[src/rvfi_chk_pkg.sv]
/*
 * Shared widths, cause and violation enums, and the packed trace records
 * used by the retirement trace monitor
 */

package rvfi_chk_pkg;

  //////////////////////////////////////////////////////////////////////////
  // Widths
  //////////////////////////////////////////////////////////////////////////

  // Low bits of mcause that carry the exception code
  localparam int unsigned ExcCauseW  = 6;
  // Width of the dcsr.cause encoding
  localparam int unsigned DbgCauseW  = 3;
  // Width of the saturating violation counter
  localparam int unsigned ViolCountW = 8;
  // Number of checked rules, one flag each
  localparam int unsigned NumViol    = 7;

  //////////////////////////////////////////////////////////////////////////
  // Encodings
  //////////////////////////////////////////////////////////////////////////

  // Debug entry causes as reported on the trace and in dcsr.cause
  typedef enum logic [DbgCauseW-1:0] {
    DBG_NONE    = 3'd0,
    DBG_EBREAK  = 3'd1,
    DBG_TRIGGER = 3'd2,
    DBG_HALTREQ = 3'd3,
    DBG_STEP    = 3'd4
  } dbg_cause_e;

  // Only the load and store exception codes matter to the atomic checks
  typedef enum logic [ExcCauseW-1:0] {
    EXC_LOAD_MISALIGNED  = 6'd4,
    EXC_LOAD_FAULT       = 6'd5,
    EXC_STORE_MISALIGNED = 6'd6,
    EXC_STORE_FAULT      = 6'd7
  } exc_cause_e;

  // Refinement of a memory fault, reported alongside the exception code
  typedef enum logic [1:0] {
    MEM_ERR_NONE,
    MEM_ERR_ATOMIC,
    MEM_ERR_IO_ALIGN
  } mem_err_e;

  // Kind of atomic instruction sitting in write-back
  typedef enum logic [1:0] {
    AT_NONE,
    AT_LR,
    AT_SC,
    AT_AMO
  } atomic_op_e;

  // One code per rule with V_NONE marking an empty first-violation record
  typedef enum logic [2:0] {
    V_TRAP_INTR,
    V_TRAP_MCAUSE,
    V_IRQ_ACK,
    V_DBG_NO_ACK,
    V_DBG_CAUSE,
    V_STEP_CAUSE,
    V_ATOMIC_CAUSE,
    V_NONE = 3'd7
  } viol_e;

  //////////////////////////////////////////////////////////////////////////
  // Records
  //////////////////////////////////////////////////////////////////////////

  // Trap information attached to a retired instruction
  typedef struct packed {
    logic       exception;
    logic       debug;
    exc_cause_e exception_cause;
    dbg_cause_e debug_cause;
    mem_err_e   cause_type;
  } trap_t;

  // One retirement as seen on the trace port
  typedef struct packed {
    logic                 valid;
    trap_t                trap;
    logic                 intr;
    dbg_cause_e           dbg;
    logic [ExcCauseW-1:0] mcause_low;
    logic                 dcsr_step;
    logic                 debug_mode;
  } retire_t;

  // Exception taken from write-back together with the LSU context
  typedef struct packed {
    logic       exc;
    logic       lsu_en;
    atomic_op_e atomic;
    logic       split;
  } wb_fault_t;

  // The field at bit i belongs to the viol_e code i
  typedef struct packed {
    logic atomic_cause;
    logic step_cause;
    logic dbg_cause;
    logic dbg_no_ack;
    logic irq_ack;
    logic trap_mcause;
    logic trap_intr;
  } viol_flags_t;

endpackage

[src/trap_order_checker.sv]
/*
 * Trap ordering checker for trap-to-handler sequencing on the trace
 * and for interrupt acknowledges reaching the next retirement
 */

`timescale 1ns/1ps

module trap_order_checker (
  input  logic                      clk_i,
  input  logic                      rst_ni,
  input  rvfi_chk_pkg::retire_t     retire_i,
  input  logic                      irq_ack_i,
  output rvfi_chk_pkg::viol_flags_t viol_o
);

  logic                     in_dbg;
  logic                     chk_en;
  logic                     trap_pend_q;
  logic                     trap_pend_d;
  rvfi_chk_pkg::exc_cause_e trap_cause_q;
  logic                     irq_pend_q;
  logic                     irq_pend_d;

  // Single stepping or debug mode suspends the trap rules since mcause
  // is not updated there
  assign in_dbg = retire_i.dcsr_step || retire_i.debug_mode;
  assign chk_en = retire_i.valid && !in_dbg;

  always_comb begin
    trap_pend_d = trap_pend_q;
    // Every retirement closes the window and a new trap reopens it
    if (retire_i.valid) begin
      trap_pend_d = chk_en && retire_i.trap.exception;
    end
  end

  always_comb begin
    irq_pend_d = irq_pend_q;
    if (retire_i.valid) begin
      irq_pend_d = 1'b0;
    end
    // An acknowledge is judged on a strictly later retirement
    if (irq_ack_i) begin
      irq_pend_d = 1'b1;
    end
  end

  always_ff @(posedge clk_i or negedge rst_ni) begin
    if (!rst_ni) begin
      trap_pend_q <= 1'b0;
      irq_pend_q  <= 1'b0;
    end else begin
      trap_pend_q <= trap_pend_d;
      irq_pend_q  <= irq_pend_d;
    end
  end

  // Cause of the trap that armed the window
  always_ff @(posedge clk_i) begin
    if (chk_en && retire_i.trap.exception) begin
      trap_cause_q <= retire_i.trap.exception_cause;
    end
  end

  always_comb begin
    viol_o             = '0;
    // The first handler instruction must carry the interrupt marker
    viol_o.trap_intr   = trap_pend_q && chk_en && !retire_i.intr;
    viol_o.trap_mcause = trap_pend_q && chk_en && (retire_i.mcause_low != trap_cause_q);
    viol_o.irq_ack     = irq_pend_q && retire_i.valid && !retire_i.intr;
  end

endmodule

[src/debug_entry_checker.sv]
/*
 * Debug entry checker for acknowledge pairing, debug cause alignment
 * and the cause of an exception taken while single stepping
 */

`timescale 1ns/1ps

module debug_entry_checker (
  input  logic                      clk_i,
  input  logic                      rst_ni,
  input  rvfi_chk_pkg::retire_t     retire_i,
  input  logic                      dbg_ack_i,
  output rvfi_chk_pkg::viol_flags_t viol_o
);

  logic                     dbg_seen;
  logic [1:0]               ack_cnt_q;
  logic                     dbg_pend_q;
  rvfi_chk_pkg::dbg_cause_e dbg_cause_q;
  logic                     step_ok;

  // A debug entry shows up as a retirement with a nonzero debug cause
  assign dbg_seen = retire_i.valid && (retire_i.dbg != rvfi_chk_pkg::DBG_NONE);

  //////////////////////////////////////////////////////////////////////////
  // Outstanding acknowledges
  //////////////////////////////////////////////////////////////////////////

  // An acknowledge and an entry in the same cycle cancel each other
  // The counter holds at both ends so a bad trace cannot wrap it
  always_ff @(posedge clk_i or negedge rst_ni) begin
    if (!rst_ni) begin
      ack_cnt_q <= 2'd0;
    end else begin
      if (dbg_ack_i && !dbg_seen && (ack_cnt_q != 2'd3)) begin
        ack_cnt_q <= ack_cnt_q + 2'd1;
      end else if (dbg_seen && !dbg_ack_i && (ack_cnt_q != 2'd0)) begin
        ack_cnt_q <= ack_cnt_q - 2'd1;
      end
    end
  end

  //////////////////////////////////////////////////////////////////////////
  // Debug cause tracking
  //////////////////////////////////////////////////////////////////////////

  // A retirement flagged with trap.debug announces the entry that the
  // next retirement must report
  always_ff @(posedge clk_i or negedge rst_ni) begin
    if (!rst_ni) begin
      dbg_pend_q <= 1'b0;
    end else if (retire_i.valid) begin
      dbg_pend_q <= retire_i.trap.debug;
    end
  end

  always_ff @(posedge clk_i) begin
    if (retire_i.valid && retire_i.trap.debug) begin
      dbg_cause_q <= retire_i.trap.debug_cause;
    end
  end

  // Exception plus debug only happens for a step or an exception trigger
  assign step_ok = (retire_i.trap.debug_cause == rvfi_chk_pkg::DBG_STEP) ||
                   (retire_i.trap.debug_cause == rvfi_chk_pkg::DBG_TRIGGER);

  always_comb begin
    viol_o            = '0;
    viol_o.dbg_no_ack = dbg_seen && (ack_cnt_q == 2'd0) && !dbg_ack_i;
    viol_o.dbg_cause  = dbg_pend_q && retire_i.valid && (retire_i.dbg != dbg_cause_q);
    viol_o.step_cause = retire_i.valid && retire_i.trap.exception &&
                        retire_i.trap.debug && !step_ok;
  end

endmodule

[src/atomic_fault_checker.sv]
/*
 * Atomic fault checker for the cause type and exception code reported
 * one cycle after an LR, SC or AMO faults in write-back
 */

`timescale 1ns/1ps

module atomic_fault_checker #(
  parameter bit amo_enable = 1'b1
) (
  input  logic                      clk_i,
  input  logic                      rst_ni,
  input  rvfi_chk_pkg::wb_fault_t   fault_i,
  input  rvfi_chk_pkg::retire_t     retire_i,
  output rvfi_chk_pkg::viol_flags_t viol_o
);

  logic                     evt;
  logic                     evt_q;
  rvfi_chk_pkg::atomic_op_e op_q;
  logic                     split_q;
  rvfi_chk_pkg::exc_cause_e fault_code;
  rvfi_chk_pkg::exc_cause_e misal_code;
  logic                     atomic_fault;
  logic                     io_fault;
  logic                     io_misal;
  logic                     cause_ok;

  // Cores without AMO support never raise an AMO event here
  assign evt = fault_i.exc && fault_i.lsu_en && (fault_i.atomic != rvfi_chk_pkg::AT_NONE) &&
               (amo_enable || (fault_i.atomic != rvfi_chk_pkg::AT_AMO));

  always_ff @(posedge clk_i or negedge rst_ni) begin
    if (!rst_ni) begin
      evt_q <= 1'b0;
    end else begin
      evt_q <= evt;
    end
  end

  always_ff @(posedge clk_i) begin
    if (evt) begin
      op_q    <= fault_i.atomic;
      split_q <= fault_i.split;
    end
  end

  // LR reports load codes while SC and AMO report store codes
  assign fault_code = (op_q == rvfi_chk_pkg::AT_LR) ? rvfi_chk_pkg::EXC_LOAD_FAULT :
                                                      rvfi_chk_pkg::EXC_STORE_FAULT;
  assign misal_code = (op_q == rvfi_chk_pkg::AT_LR) ? rvfi_chk_pkg::EXC_LOAD_MISALIGNED :
                                                      rvfi_chk_pkg::EXC_STORE_MISALIGNED;

  assign atomic_fault = (retire_i.trap.cause_type == rvfi_chk_pkg::MEM_ERR_ATOMIC) &&
                        (retire_i.trap.exception_cause == fault_code);
  assign io_fault     = (retire_i.trap.cause_type == rvfi_chk_pkg::MEM_ERR_IO_ALIGN) &&
                        (retire_i.trap.exception_cause == fault_code);
  assign io_misal     = (retire_i.trap.cause_type == rvfi_chk_pkg::MEM_ERR_IO_ALIGN) &&
                        (retire_i.trap.exception_cause == misal_code);

  // A misaligned access may also be blocked by the PMA for either reason
  assign cause_ok = retire_i.valid && (split_q ? (atomic_fault || io_fault || io_misal) :
                                                 atomic_fault);

  always_comb begin
    viol_o              = '0;
    viol_o.atomic_cause = evt_q && !cause_ok;
  end

endmodule

[src/violation_log.sv]
/*
 * Violation log with sticky flags, a first-violation record and a
 * saturating count of all pulses
 */

`timescale 1ns/1ps

module violation_log (
  input  logic                                clk_i,
  input  logic                                rst_ni,
  input  rvfi_chk_pkg::viol_flags_t           viol_i,
  output rvfi_chk_pkg::viol_flags_t           viol_flags_o,
  output rvfi_chk_pkg::viol_e                 first_viol_o,
  output logic [rvfi_chk_pkg::ViolCountW-1:0] viol_count_o
);

  logic [rvfi_chk_pkg::NumViol-1:0]    viol_vec;
  logic [rvfi_chk_pkg::ViolCountW-1:0] pulse_cnt;
  logic [rvfi_chk_pkg::ViolCountW:0]   count_sum;
  rvfi_chk_pkg::viol_e                 first_d;

  assign viol_vec = viol_i;

  // Scan from the top so that the lowest set code is the one kept
  always_comb begin
    pulse_cnt = '0;
    first_d   = rvfi_chk_pkg::V_NONE;
    for (int i = rvfi_chk_pkg::NumViol - 1; i >= 0; i--) begin
      if (viol_vec[i]) begin
        pulse_cnt = pulse_cnt + 1'b1;
        first_d   = rvfi_chk_pkg::viol_e'(i[2:0]);
      end
    end
  end

  // The extra top bit signals that the counter would overflow
  assign count_sum = {1'b0, viol_count_o} + {1'b0, pulse_cnt};

  always_ff @(posedge clk_i or negedge rst_ni) begin
    if (!rst_ni) begin
      viol_flags_o <= '0;
      first_viol_o <= rvfi_chk_pkg::V_NONE;
      viol_count_o <= '0;
    end else begin
      viol_flags_o <= viol_flags_o | viol_i;
      viol_count_o <= count_sum[rvfi_chk_pkg::ViolCountW] ? '1 :
                      count_sum[rvfi_chk_pkg::ViolCountW-1:0];
      // Only the first cycle with any pulse is recorded
      if (first_viol_o == rvfi_chk_pkg::V_NONE) begin
        first_viol_o <= first_d;
      end
    end
  end

endmodule

[src/rvfi_checker_top.sv]
/*
 * Top level of the retirement trace monitor with the three rule
 * checkers feeding one violation log
 */

`timescale 1ns/1ps

module rvfi_checker_top (
  input  logic                                clk_i,
  input  logic                                rst_ni,
  input  rvfi_chk_pkg::retire_t               retire_i,
  input  logic                                irq_ack_i,
  input  logic                                dbg_ack_i,
  input  rvfi_chk_pkg::wb_fault_t             fault_i,
  output rvfi_chk_pkg::viol_flags_t           viol_flags_o,
  output rvfi_chk_pkg::viol_e                 first_viol_o,
  output logic [rvfi_chk_pkg::ViolCountW-1:0] viol_count_o
);

  rvfi_chk_pkg::viol_flags_t viol_trap;
  rvfi_chk_pkg::viol_flags_t viol_dbg;
  rvfi_chk_pkg::viol_flags_t viol_atomic;
  rvfi_chk_pkg::viol_flags_t viol_all;

  trap_order_checker i_trap_order_checker (
    .clk_i     (clk_i),
    .rst_ni    (rst_ni),
    .retire_i  (retire_i),
    .irq_ack_i (irq_ack_i),
    .viol_o    (viol_trap)
  );

  debug_entry_checker i_debug_entry_checker (
    .clk_i     (clk_i),
    .rst_ni    (rst_ni),
    .retire_i  (retire_i),
    .dbg_ack_i (dbg_ack_i),
    .viol_o    (viol_dbg)
  );

  atomic_fault_checker #(
    .amo_enable (1'b1)
  ) i_atomic_fault_checker (
    .clk_i    (clk_i),
    .rst_ni   (rst_ni),
    .fault_i  (fault_i),
    .retire_i (retire_i),
    .viol_o   (viol_atomic)
  );

  // Each checker drives disjoint fields so the merge is a plain OR
  assign viol_all = viol_trap | viol_dbg | viol_atomic;

  violation_log i_violation_log (
    .clk_i        (clk_i),
    .rst_ni       (rst_ni),
    .viol_i       (viol_all),
    .viol_flags_o (viol_flags_o),
    .first_viol_o (first_viol_o),
    .viol_count_o (viol_count_o)
  );

endmodule

[config.mk]
export PLATFORM = sky130hd
export DESIGN_NAME = rvfi_checker_top
export DESIGN_NICKNAME = d
export VERILOG_FILES = /design/src/rvfi_chk_pkg.sv /design/src/trap_order_checker.sv /design/src/debug_entry_checker.sv /design/src/atomic_fault_checker.sv /design/src/violation_log.sv /design/src/rvfi_checker_top.sv
export SDC_FILE = /design/constraint.sdc
export NUM_CORES = 1
export LEC_CHECK = 0
export BUFFER_PORTS_ARGS = -buffer_cell sky130_fd_sc_hd__buf_2
export CAP_MARGIN = 20
export CORE_UTILIZATION = 50
export CTS_BUF_LIST = sky130_fd_sc_hd__clkbuf_2 sky130_fd_sc_hd__clkbuf_4 sky130_fd_sc_hd__clkbuf_8
export CTS_CLUSTER_SIZE = 12
export DETAILED_ROUTE_END_ITERATION = 8
export PLACE_DENSITY = 0.76
export SLEW_MARGIN = 20
export SYNTH_ARGS = -nofsm -noshare
export SYNTH_HDL_FRONTEND = slang
export SYNTH_HIERARCHICAL = 1
export SYNTH_SLANG_ARGS = --single-unit
[constraint.sdc]
create_clock -name clk_i -period 8.1 [get_ports clk_i]
set_clock_uncertainty 0.2 [all_clocks]
set_input_delay 1.215 -clock clk_i [delete_from_list [all_inputs] [get_ports clk_i]]
set_output_delay 1.215 -clock clk_i [all_outputs]
set_load 0.02 [all_outputs]
==> flow_summary.json <==
{
  "cts_resized": 0,
  "tightest_slew_ns": 0.541,
  "yosysMostFrequentCell": "dfrtp_1",
  "synthSimpleGateAreaFrac_pct": 17.5,
  "dpl.hpwl_mm": 3.24,
  "synthToLayoutAreaGrowth_pct": 14.3,
  "synth_top_area_cell": "dfrtp_1",
  "grt_pass1_wl_mm": 7.20,
  "cts_root_buffer": "clkbuf_8",
  "status": "completed",
  "cp-end-kind": "register",
  "die_area_um2": 5150,
  "final_nets": 340,
  "synth_cell_types": 54,
  "antenna_found_initial": 0,
  "ys_ff_latch": 36,
  "startpoint_type": "input pin",
  "die_h_um": 71.7,
  "power_uw": 729,
  "muxShareOfSynthArea_pct": 4.27,
  "finalHoldViolations": 0,
  "r2r-end": "i_violation_log/viol_count_o[0]$_DFF_PN0_",
  "tns_ns": 0,
  "place.gp.congestion": 0.761,
  "cts.htree.levels": 2,
  "cts_made_buffers": 5,
  "fp-row-count": 25,
  "synth_top_family_by_area": "simple AND/OR/NAND/NOR gates",
  "synth.cell_area_um2": 2430,
  "synth_xor_area_share_pct": 10.4,
  "cp.arrival_ns": 6.75,
  "dieWidth_um": 71.7,
  "route.detailed.drc": 0,
  "r2r_cells": 25,
  "worstHoldPathType": "reg -> reg",
  "grt.total_usage_pct": 18.0,
  "async_flop_share_pct": 66.7,
  "synth_cells": 238,
  "rr_startpoint": "i_atomic_fault_checker/op_q[1]$_DFFE_PP_",
  "vias": 1770,
  "ys_seq_area_share_pct": 39.7,
  "min_from": "i_violation_log/first_viol_o[0]$_DFFE_PN1N_",
  "cts_num_sinks": 36,
  "post_cts_buffers": 0,
  "cp.required_ns": 8.06,
  "maxCapViolCount": 0,
  "yosys.area.top_type_share_pct": 21.6,
  "postLayoutCoreUtil_pct": 59.3,
  "irDropWorstVdd_mv": 0.120,
  "drt-total-wl_mm": 4.09,
  "synth_fa_ha_area_share_pct": 8.54,
  "post-route-min-period_ns": 6.79,
  "core_um2": 4690,
  "power.density_nw_per_um2": 262,
  "ant_nets": 0,
  "io_buffer_count": 52,
  "viasPerCell": 5.15,
  "grt_pass1_vias": 1721,
  "drt_iter0_drc": 88,
  "ctsHoldBuffers": 0,
  "criticalPathCategory": "in -> reg",
  "whs_path_depth": 2,
  "clkLatencyLatePin_ns": 0.29,
  "total_leakage_power_uw": 0.00127,
  "n_fill_cell": 390,
  "relSlewSlack_pct": 64.0,
  "hold_end": "i_violation_log/first_viol_o[0]$_DFFE_PN1N_",
  "slew_violations": 0,
  "diodes": 0,
  "cts_tree": "built",
  "max_freq_mhz": 147,
  "rsz0062_at_grt": "no",
  "drive_above_1_share_pct": 26.6,
  "synth_compound_area_share_pct": 11.6,
  "clockBufferDepth": 2,
  "post-route-period-util_pct": 83.9,
  "synth_commonest_cells": "21 x dfrtp_1, 16 x buf_4, 15 x ha_1",
  "synth.area.top_cells": "dfrtp_1 22%, edfxtp_1 15%, ha_1 7.7%, buf_4 4.9%, xnor2_1 4.7%",
  "yosys_warnings": 6,
  "syn_avg_cell_area_um2": 10.2,
  "setup_viol": 0,
  "rrSetupSlack_ns": 2.06,
  "start_util_pct": 51.8,
  "critPathMaxFanout": 8,
  "grt_overflow": 0,
  "firstDrtPassIters": 4,
  "drt-wirelength-per-cell_um": 11.9,
  "ys.flop_type": "dfrtp_1",
  "ios": 53,
  "synth_edf_count": 12,
  "grt_start_max_net_pins": 25,
  "clkTransAtPathRegs_ns": 0.07
}
## worst max-delay path, cell delays in order
cell,delay (ns)
buf_2,0.10
nor4b_1,0.36
a41oi_1,0.17
or3_1,0.41
inv_1,0.11
ha_1,0.32
xnor3_2,0.51
inv_1,0.06
ha_1,0.27
nor2b_1,0.11
a21oi_1,0.06
nand2_1,0.13
inv_1,0.05
ha_1,0.30
nand2b_1,0.15
and2_1,0.19
ha_1,0.29
mux2_2,0.30
fa_1,0.43
a21o_1,0.17
a21oi_1,0.20
o21bai_1,0.08
a21o_1,0.22
a31oi_1,0.42
nand2b_1,0.11
## kinds of logic (layout without fill, tap and decap cells)
| group | Yosys count | count (layout) |
|---|---|---|
| compound gates | 39 | 39 |
| xor+xnor | 25 | 25 |
| fa+ha+maj | 16 | 16 |
| buf+inv | 32 | 72 |
| flops | 36 | 36 |
| mux | 10 | 10 |
| other cells | 4 | 16 |
| simple gates | 76 | 76 |
## layout by cell type, fill, tap and decap left out, drive strengths merged, types with 3 or more instances in the layout
cell type	synthesis	final
mux2i	7	7
o21ai	6	6
a21o	5	5
and2	3	3
mux2	3	3
nand2b	7	7
nand3	5	5
clkbuf	3	5
a21oi	7	7
nor2	12	12
xor2	10	10
conb	4	16
ha	15	15
xnor2	14	14
dfrtp	21	21
a31oi	5	5
o21bai	3	3
nor2b	4	4
dfstp	3	3
nor3	3	3
or2	8	8
inv	12	12
buf	17	52
or3	7	7
edfxtp	12	12
nand2	13	13
## worst max-delay path by stage
stage,from,end,slack [ns],cells past startpoint
floorplan,retire_i[20],i_violation_log/viol_count_o[0]$_DFF_PN0_,1.60,25
global placement,retire_i[20],i_violation_log/viol_count_o[3]$_DFF_PN0_,1.14,25
detailed placement,retire_i[20],i_violation_log/viol_count_o[4]$_DFF_PN0_,0.96,25
CTS,retire_i[20],i_violation_log/viol_count_o[0]$_DFF_PN0_,1.29,25
global route,retire_i[25],i_violation_log/viol_count_o[2]$_DFF_PN0_,0.81,25
finish,retire_i[20],i_violation_log/viol_count_o[0]$_DFF_PN0_,1.31,25
## sequential cells by signal, summed over array words and instances, names as in the netlist
register                           count
i_violation_log/viol_count_o           8
i_violation_log/viol_flags_o           7
i_trap_order_checker/trap_cause_q      6
i_debug_entry_checker/dbg_cause_q      3
i_violation_log/first_viol_o           3
i_atomic_fault_checker/op_q            2
i_debug_entry_checker/ack_cnt_q        2
i_atomic_fault_checker/evt_q           1
i_atomic_fault_checker/split_q         1
i_debug_entry_checker/dbg_pend_q       1
i_trap_order_checker/irq_pend_q        1
i_trap_order_checker/trap_pend_q       1
## through the flow
stage,area [µm²],instances,setup slack [ns],hold WS [ns]
finish,2780,344,1.31,0.258
global route,2780,344,0.812,0.278
CTS,2780,344,1.29,0.259
detailed placement,2670,336,0.960,0.247
global placement,2670,336,1.14,0.246
floorplan,2480,250,1.60,0.249
## per-layer routing
layer / track usage [%] / vias to the layer above / part of all wire [%]
li1: - / 900 / -
met2: 30.7 / 49 / 49
met5: 0 / - / 0
met3: 3.38 / 7 / 5.2
met4: 7.19 / 0 / 1.6
met1: 22.5 / 814 / 45
## layout make-up
| class | instances | area, µm² | area share, % |
|---|---|---|---|
| Tap cell | 54 | 67.6 | 2.43 |
| Multi-Input combinational cell | 182 | 1330 | 47.9 |
| Sequential cell | 36 | 965 | 34.7 |
| Timing Repair Buffer | 52 | 260 | 9.36 |
| Inverter | 12 | 45.0 | 1.62 |
| Clock inverter | 3 | 42.5 | 1.53 |
| Clock buffer | 5 | 68.8 | 2.48 |
## power by group
group / internal (µW) / total (µW) / switching [µW]
sequential: 213 / 228 / 14.9
clock: 91.1 / 157 / 66.2
combinational: 161 / 344 / 183
total: 465 / 729 / 264
Note: power is estimated with default switching activity, not from simulation.
